**src/hdl/intr_pkg.sv**
```systemverilog
// Shared widths, register map and bus structs for the interrupt controller; import into RTL and TB
package intr_pkg;

  // Largest source count the controller can be built for
  localparam int MAX_SOURCES = 32;

  // Source identifier width, enough for MAX_SOURCES
  localparam int ID_W = 5;

  // Configuration write data width
  localparam int DATA_W = 32;

  // Register map, 2-bit word address
  // Enable mask, one bit per source
  localparam logic [1:0] ADDR_MASK = 2'd0;

  // Trigger mode, 1 selects rising edge, 0 selects level
  localparam logic [1:0] ADDR_EDGE = 2'd1;

  // Acknowledge, identifier in the low ID_W bits of the data
  localparam logic [1:0] ADDR_ACK = 2'd2;

  // Software trigger, each set bit fires that source's edge latch
  localparam logic [1:0] ADDR_TRIG = 2'd3;

  // One configuration write, stb is a single-cycle strobe
  typedef struct packed {
    logic              stb;
    logic [1:0]        addr;
    logic [DATA_W-1:0] data;
  } cfg_req_t;

  // Acknowledge strobe with the identifier being retired
  typedef struct packed {
    logic            stb;
    logic [ID_W-1:0] id;
  } ack_t;

  // Priority encoder result
  typedef struct packed {
    logic            valid;
    logic [ID_W-1:0] id;
  } grant_t;

endpackage

```
**src/hdl/intr_reg_decode.sv**
```systemverilog
// Register write decoder holding the enable mask and trigger mode, and issuing ack and trig strobes
`timescale 1ns/1ns

module intr_reg_decode #(
  parameter int SOURCES = intr_pkg::MAX_SOURCES
) (
  input  logic               clk,
  input  logic               rst,
  input  intr_pkg::cfg_req_t cfg,
  output logic [SOURCES-1:0] mask,
  output logic [SOURCES-1:0] edge_sel,
  output logic [SOURCES-1:0] trig,
  output intr_pkg::ack_t     ack
);

  import intr_pkg::*;

  logic            ack_stb;
  logic [ID_W-1:0] ack_id;

  // Mask and mode take the new value on the strobe edge
  // Trig and ack are one-cycle pulses issued in the cycle after the write
  always_ff @(posedge clk) begin
    if (rst) begin
      mask     <= '0;
      edge_sel <= '0;
      trig     <= '0;
      ack_stb  <= 1'b0;
    end else begin
      trig    <= '0;
      ack_stb <= 1'b0;
      if (cfg.stb) begin
        case (cfg.addr)
          ADDR_MASK: begin
            mask <= cfg.data[SOURCES-1:0];
          end
          ADDR_EDGE: begin
            edge_sel <= cfg.data[SOURCES-1:0];
          end
          ADDR_ACK: begin
            ack_stb <= 1'b1;
          end
          ADDR_TRIG: begin
            trig <= cfg.data[SOURCES-1:0];
          end
          default: begin
          end
        endcase
      end
    end
  end

  // Identifier only matters when ack_stb is high
  always_ff @(posedge clk) begin
    ack_id <= cfg.data[ID_W-1:0];
  end

  assign ack = '{stb: ack_stb, id: ack_id};

  // An emitted ack names a real source
  a_ack_in_range: assert property (@(posedge clk) disable iff (rst)
    ack.stb |-> (ack.id < SOURCES))
    else $error("ack identifier %0d out of range", ack.id);

endmodule

```
**src/hdl/intr_source_capture.sv**
```systemverilog
// Source sampling, rising-edge latches and masked pending vector feeding the priority encoder
`timescale 1ns/1ns

module intr_source_capture #(
  parameter int SOURCES = intr_pkg::MAX_SOURCES
) (
  input  logic               clk,
  input  logic               rst,
  input  logic [SOURCES-1:0] sources,
  input  logic [SOURCES-1:0] mask,
  input  logic [SOURCES-1:0] edge_sel,
  input  logic [SOURCES-1:0] trig,
  input  intr_pkg::ack_t     ack,
  output logic [SOURCES-1:0] req
);

  import intr_pkg::*;

  localparam logic [SOURCES-1:0] ONE = SOURCES'(1);

  // Input sample stage
  logic [SOURCES-1:0] src_q;
  logic [SOURCES-1:0] src_prev;
  logic [SOURCES-1:0] mask_q;
  logic [SOURCES-1:0] edge_q;
  logic [SOURCES-1:0] trig_q;
  logic               ack_stb_q;
  logic [ID_W-1:0]    ack_id_q;

  logic [SOURCES-1:0] latch;
  logic [SOURCES-1:0] rise;
  logic [SOURCES-1:0] clr;
  logic [SOURCES-1:0] set;
  logic [SOURCES-1:0] latch_nxt;
  logic [SOURCES-1:0] pend;

  always_ff @(posedge clk) begin
    if (rst) begin
      src_q     <= '0;
      src_prev  <= '0;
      mask_q    <= '0;
      edge_q    <= '0;
      trig_q    <= '0;
      ack_stb_q <= 1'b0;
      latch     <= '0;
      req       <= '0;
    end else begin
      src_q     <= sources;
      src_prev  <= src_q;
      mask_q    <= mask;
      edge_q    <= edge_sel;
      trig_q    <= trig;
      ack_stb_q <= ack.stb;
      latch     <= latch_nxt;
      req       <= pend & mask_q;
    end
  end

  always_ff @(posedge clk) begin
    ack_id_q <= ack.id;
  end

  always_comb begin
    rise = src_q & ~src_prev;
    clr  = ack_stb_q ? (ONE << ack_id_q) : '0;
    set  = rise | trig_q;
    // Set beats clear; latches of level-mode sources are held empty
    latch_nxt = ((latch & ~clr) | set) & edge_q;
    pend      = latch_nxt | (src_q & ~edge_q);
  end

endmodule

```
**src/hdl/intr_prio_encoder.sv**
```systemverilog
// Three-stage split-half priority encoder, upper half wins and lowest index wins within a half
`timescale 1ns/1ns

module intr_prio_encoder #(
  parameter int SOURCES = intr_pkg::MAX_SOURCES
) (
  input  logic               clk,
  input  logic               rst,
  input  logic [SOURCES-1:0] req,
  output intr_pkg::grant_t   grant
);

  import intr_pkg::*;

  localparam int HALF = SOURCES / 2;

  // Stage 1
  logic [SOURCES-1:0] req_s1;
  logic               any_s1;

  // Stage 2
  logic               any_s2;
  logic               up_hit_s2;
  logic [ID_W-1:0]    up_id_s2;
  logic [ID_W-1:0]    lo_id_s2;

  // Stage 3
  logic               grant_valid;
  logic [ID_W-1:0]    grant_id;

  logic               up_hit;
  logic [ID_W-1:0]    up_id;
  logic [ID_W-1:0]    lo_id;

  always_ff @(posedge clk) begin
    if (rst) begin
      any_s1      <= 1'b0;
      any_s2      <= 1'b0;
      grant_valid <= 1'b0;
    end else begin
      any_s1      <= |req;
      any_s2      <= any_s1;
      grant_valid <= any_s2;
    end
  end

  // Both halves searched in parallel, scanning down so the lowest set bit wins
  always_comb begin
    up_hit = 1'b0;
    up_id  = '0;
    lo_id  = '0;
    for (int i = SOURCES - 1; i >= HALF; i--) begin
      if (req_s1[i]) begin
        up_hit = 1'b1;
        up_id  = ID_W'(i);
      end
    end
    for (int j = HALF - 1; j >= 0; j--) begin
      if (req_s1[j]) begin
        lo_id = ID_W'(j);
      end
    end
  end

  always_ff @(posedge clk) begin
    req_s1    <= req;
    up_hit_s2 <= up_hit;
    up_id_s2  <= up_id;
    lo_id_s2  <= lo_id;
    // Any upper-half request takes precedence
    grant_id  <= up_hit_s2 ? up_id_s2 : lo_id_s2;
  end

  assign grant = '{valid: grant_valid, id: grant_id};

  // A valid grant names a real source that was requesting three cycles earlier
  a_grant_source: assert property (@(posedge clk) disable iff (rst)
    grant.valid |-> ((grant.id < SOURCES) &&
                     (|($past(req, 3) & (SOURCES'(1) << grant.id)))))
    else $error("grant id %0d out of range or not requested", grant.id);

endmodule

```
**src/hdl/intr_claim_unit.sv**
```systemverilog
// Interrupt output register with post-acknowledge blanking while the capture and encoder flush
`timescale 1ns/1ns

module intr_claim_unit #(
  parameter int SOURCES = intr_pkg::MAX_SOURCES
) (
  input  logic                    clk,
  input  logic                    rst,
  input  intr_pkg::grant_t        grant,
  input  intr_pkg::ack_t          ack,
  output logic                    irq,
  output logic [intr_pkg::ID_W-1:0] irq_id
);

  import intr_pkg::*;

  // Capture stage plus encoder depth
  localparam int BLANK_CYCLES = 4;
  localparam int CNT_W        = $clog2(BLANK_CYCLES + 1);

  logic [CNT_W-1:0] blank_cnt;
  logic             blank;

  // Stale grants from before the ack are still in the pipe
  assign blank = ack.stb || (blank_cnt != '0);

  always_ff @(posedge clk) begin
    if (rst) begin
      blank_cnt <= '0;
      irq       <= 1'b0;
    end else begin
      if (ack.stb) begin
        blank_cnt <= CNT_W'(BLANK_CYCLES);
      end else if (blank_cnt != '0) begin
        blank_cnt <= blank_cnt - 1'b1;
      end
      irq <= grant.valid && !blank;
    end
  end

  always_ff @(posedge clk) begin
    irq_id <= grant.id;
  end

  // No interrupt is presented inside the blanking window
  a_blank_low: assert property (@(posedge clk) disable iff (rst)
    (blank_cnt != '0) |-> !irq)
    else $error("irq high during blanking window");

endmodule

```
**src/hdl/intr_ctrl_top.sv**
```systemverilog
// Interrupt controller top, connects register decode, source capture, encoder and claim unit
`timescale 1ns/1ns

module intr_ctrl_top #(
  parameter int SOURCES = intr_pkg::MAX_SOURCES
) (
  input  logic                      clk,
  input  logic                      rst,
  input  intr_pkg::cfg_req_t        cfg,
  input  logic [SOURCES-1:0]        sources,
  output logic                      irq,
  output logic [intr_pkg::ID_W-1:0] irq_id
);

  import intr_pkg::*;

  logic [SOURCES-1:0] mask;
  logic [SOURCES-1:0] edge_sel;
  logic [SOURCES-1:0] trig;
  logic [SOURCES-1:0] req;
  ack_t               ack;
  grant_t             grant;

  intr_reg_decode #(.SOURCES(SOURCES)) u_decode (
    .clk      (clk),
    .rst      (rst),
    .cfg      (cfg),
    .mask     (mask),
    .edge_sel (edge_sel),
    .trig     (trig),
    .ack      (ack)
  );

  intr_source_capture #(.SOURCES(SOURCES)) u_capture (
    .clk      (clk),
    .rst      (rst),
    .sources  (sources),
    .mask     (mask),
    .edge_sel (edge_sel),
    .trig     (trig),
    .ack      (ack),
    .req      (req)
  );

  intr_prio_encoder #(.SOURCES(SOURCES)) u_encoder (
    .clk   (clk),
    .rst   (rst),
    .req   (req),
    .grant (grant)
  );

  intr_claim_unit #(.SOURCES(SOURCES)) u_claim (
    .clk    (clk),
    .rst    (rst),
    .grant  (grant),
    .ack    (ack),
    .irq    (irq),
    .irq_id (irq_id)
  );

endmodule

```
**config.mk**
```make
export PLATFORM = sky130hd
export DESIGN_NAME = intr_ctrl_top
export DESIGN_NICKNAME = d
export VERILOG_FILES = /design/src/hdl/intr_pkg.sv /design/src/hdl/intr_reg_decode.sv /design/src/hdl/intr_source_capture.sv /design/src/hdl/intr_prio_encoder.sv /design/src/hdl/intr_claim_unit.sv /design/src/hdl/intr_ctrl_top.sv
export SDC_FILE = /design/constraint.sdc
export NUM_CORES = 1
export LEC_CHECK = 0
export BUFFER_PORTS_ARGS = -buffer_cell sky130_fd_sc_hd__buf_2
export CAP_MARGIN = 40
export CORE_MARGIN = 4
export CORE_UTILIZATION = 50
export CTS_CLUSTER_SIZE = 28
export DETAILED_ROUTE_END_ITERATION = 8
export PLACE_DENSITY_LB_ADDON = 0.12
export SYNTH_ARGS = -nofsm -noshare
export SYNTH_HDL_FRONTEND = slang
export SYNTH_SLANG_ARGS = --single-unit
```
**constraint.sdc**
```tcl
create_clock -name clk -period 3.4 [get_ports clk]
set_input_delay 0.68 -clock clk [delete_from_list [all_inputs] [get_ports clk]]
set_output_delay 0.68 -clock clk [all_outputs]
set_load 0.01 [all_outputs]
```
==> flow_summary.json <==
{
  "outcome": "complete, no violations",
  "start_util_pct": 51.2,
  "viasPerCell": 4.78,
  "antenna_found_initial": 0,
  "rsz0062_at_grt": "false",
  "worstPathRequired_ns": 3.77,
  "clk_latency_ns": 0.51,
  "yosys-top-cells-area": "dfxtp_1 65%, nor2b_1 11%, a21oi_1 5.1%",
  "clock.fmax_mhz": 605,
  "yosysSeqAreaShare_pct": 64.6,
  "period_minus_slack_ns": 1.65,
  "wirelength_um": 23000,
  "cts_tree": "yes",
  "core-area_um2": 23600,
  "grt_pass1_wl_um": 37200,
  "max-slew-margin-rel_pct": 45.3,
  "synth_top_area_share_pct": 64.6,
  "diodes": 0,
  "clock-root-buffer": "clkbuf_16",
  "skew_ns": 0.0127,
  "hold_violations": 0,
  "drv_slew": 0,
  "critical_path.slowest_cell": "dfxtp_1",
  "first_pass_iters": 4,
  "drc": 0,
  "ys_seq_elements": 390,
  "die_w_um": 163,
  "r2r-start": "u_capture.ack_stb_q",
  "placed_area_um2": 12800,
  "ys.warnings.count": 0,
  "fin_setup_tns_ns": 0,
  "cts_resized": 0,
  "ant_nets": 0,
  "r2r-end": "u_capture.req[17]",
  "fin_crit_sh_pct": 48.6,
  "synth-edff-count": 0,
  "synth_area_um2": 12100,
  "grt_pass1_vias": 7230,
  "cts_max_path_buffers": 3,
  "cp-endpoint": "u_capture.req[17]",
  "cellLeakagePower_nw": 5.40,
  "die_h_um": 163,
  "async_reset_ff_share_pct": 0,
  "fp-row-count": 56,
  "synth_cell_type_count": 38,
  "vias": 7641,
  "min_path_type": "in2reg",
  "path_buf_inv": 0,
  "power_density_nw_per_um2": 643,
  "drive_gt1_share_pct": 12.0,
  "syn_area_per_cell_um2": 10.2,
  "cp_num_cells": 4,
  "clock-sinks": 390,
  "grt_max_degree": 123,
  "synth_top_cell_by_area": "dfxtp_1",
  "path_cells": "nand4bb_1, o21a_1, nor3_1, a21oi_1",
  "end_kind": "flip-flop",
  "gp_congestion": 0.730,
  "finalNetCount": 1326,
  "area_growth_pct": 15.6,
  "setup_viol": 0,
  "syn-instance-count": 1179,
  "start_kind": "flip-flop",
  "cp-startpoint": "u_capture.ack_stb_q",
  "ys.flop_type": "dfxtp_1",
  "maxCapViolCount": 0,
  "pin_count": 75,
  "cpLargestDelayFamily": "simple AND/OR/NAND/NOR gates",
  "r2r_slack_ns": 1.75,
  "fillers": 2090,
  "clkTransAtPathRegs_ns": 0.06,
  "tightest_slew_ns": 0.820,
  "drt-initial-drc-count": 357,
  "path_class": "reg2reg",
  "htreeDepth": 2,
  "wl_per_cell_um": 14.4,
  "fin_area_um2": 14000,
  "die_area_um2": 26700,
  "grt_usage_pct": 17.5,
  "worstPathMaxFanout": 8,
  "critPathMaxStageDelay_ns": 0.47,
  "arrival_ns": 2.02,
  "peakVddDrop_mv": 0.390,
  "portBuffers": 74,
  "reg2reg_depth": 4,
  "post_cts_buffers": 0,
  "syn_nets": 1251,
  "numCtsBuffers": 38,
  "post-dp-hpwl_um": 14100,
  "global_route.overflow_total": 0,
  "post-route-util_pct": 59.1,
  "cts-hold-fix-buffers": 0
}
## cell usage after synthesis, types with 2 or more instances
cell type / instances
dfxtp_1: 390
nor2b_1: 209
nand2_1: 137
a21oi_1: 123
o21ai_0: 46
clkbuf_1: 44
and2_1: 32
inv_1: 32
o21a_1: 23
nand2b_1: 21
nor2_1: 19
nor3_1: 15
nor3b_1: 15
a31oi_1: 14
nor4_1: 12
buf_2: 7
mux2_2: 4
nor3_2: 4
o31ai_1: 4
ha_1: 3
nand4_1: 3
nand4b_1: 3
nand4bb_1: 3
nand3_1: 2
## flip-flops by register name (all words and copies together) (netlist names), 5 cells and up
signal	count
u_encoder.up_id_s2	5
u_capture.ack_id_q	5
u_capture.src_q	32
u_decode.mask	32
u_decode.trig	32
u_encoder.req_s1	32
u_encoder.grant_id	5
u_capture.edge_q	32
u_capture.mask_q	32
u_capture.req	32
u_capture.trig_q	32
u_decode.ack_id	5
u_capture.src_prev	32
u_capture.latch	32
u_decode.edge_sel	32
u_claim.irq_id	5
## worst min-delay path by stage
stage	depth (start not counted)	end	from
after floorplan	0	u_capture.ack_id_q[0]	u_decode.ack_id[0]
after global placement	0	u_capture.ack_id_q[0]	u_decode.ack_id[0]
after detailed placement	0	u_claim.irq_id[3]	u_encoder.grant_id[3]
after CTS	1	u_decode.ack_id[1]	cfg[1]
after global routing	1	u_decode.ack_id[1]	cfg[1]
final	1	u_decode.ack_id[1]	cfg[1]
## metal layers
layer / share of wire (%) / track usage [%] / up-vias
met3: 3.2 / 2.93 / 37
met2: 46 / 28.8 / 94
li1: - / - / 3996
met5: 0 / 0 / -
met4: 2.0 / 5.22 / 0
met1: 49 / 23.9 / 3514
## area by class of cell
type | count | area (um^2) | share of cell area [%]
flip-flops and latches | 390 | 7810 | 55.9
multi-input cells | 706 | 3960 | 28.4
clock inverters | 10 | 78.8 | 0.564
well taps | 319 | 399 | 2.86
clock buffers | 54 | 1080 | 7.75
repair buffers | 86 | 514 | 3.68
inverters | 32 | 120 | 0.860
## logic make-up (layout without fill, tap and decap cells)
| family | count (synthesis) | after routing | share of synthesized area, % |
|---|---|---|---|
| compound gates | 216 | 216 | 9.84 |
| buf+inv | 83 | 182 | 2.65 |
| fa+ha+maj | 3 | 3 | 0.311 |
| simple gates | 482 | 482 | 22.1 |
| xor+xnor | 1 | 1 | 0.0725 |
| flops | 390 | 390 | 64.6 |
| mux | 4 | 4 | 0.373 |
## stage by stage
step	power (W)	instances	setup slack, ns	hold slack, ns
after floorplan	0.00505	1179	1.66	0.310
after global placement	0.00518	1532	1.27	0.312
after detailed placement	0.00519	1533	1.24	0.315
after CTS	0.00909	1597	1.74	0.294
after global routing	0.00934	1597	1.60	0.300
final	0.00897	1597	1.75	0.313
## power breakdown
group | total [W] | switching, W | internal (W)
clock | 0.00389 | 0.00160 | 0.00229
combinational | 0.000350 | 0.000203 | 0.000147
sequential | 0.00473 | 0.0000503 | 0.00468
total | 0.00897 | 0.00186 | 0.00712
## layout by cell type (no fill, tap or decap), types with 3 or more instances in the layout
master / n
a21oi_1: 123
a31oi_1: 14
and2_1: 32
buf_2: 73
buf_4: 9
clkbuf_1: 10
clkbuf_16: 39
clkbuf_8: 6
clkinv_2: 8
dfxtp_1: 390
ha_1: 3
inv_1: 32
mux2_2: 4
nand2_1: 137
nand2b_1: 21
nand4_1: 3
nand4b_1: 3
nand4bb_1: 3
nor2_1: 19
nor2b_1: 209
nor3_1: 15
nor3_2: 4
nor3b_1: 13
nor4_1: 12
o21a_1: 23
o21ai_0: 46
o31ai_1: 4
(Power assumes the default switching activity.)
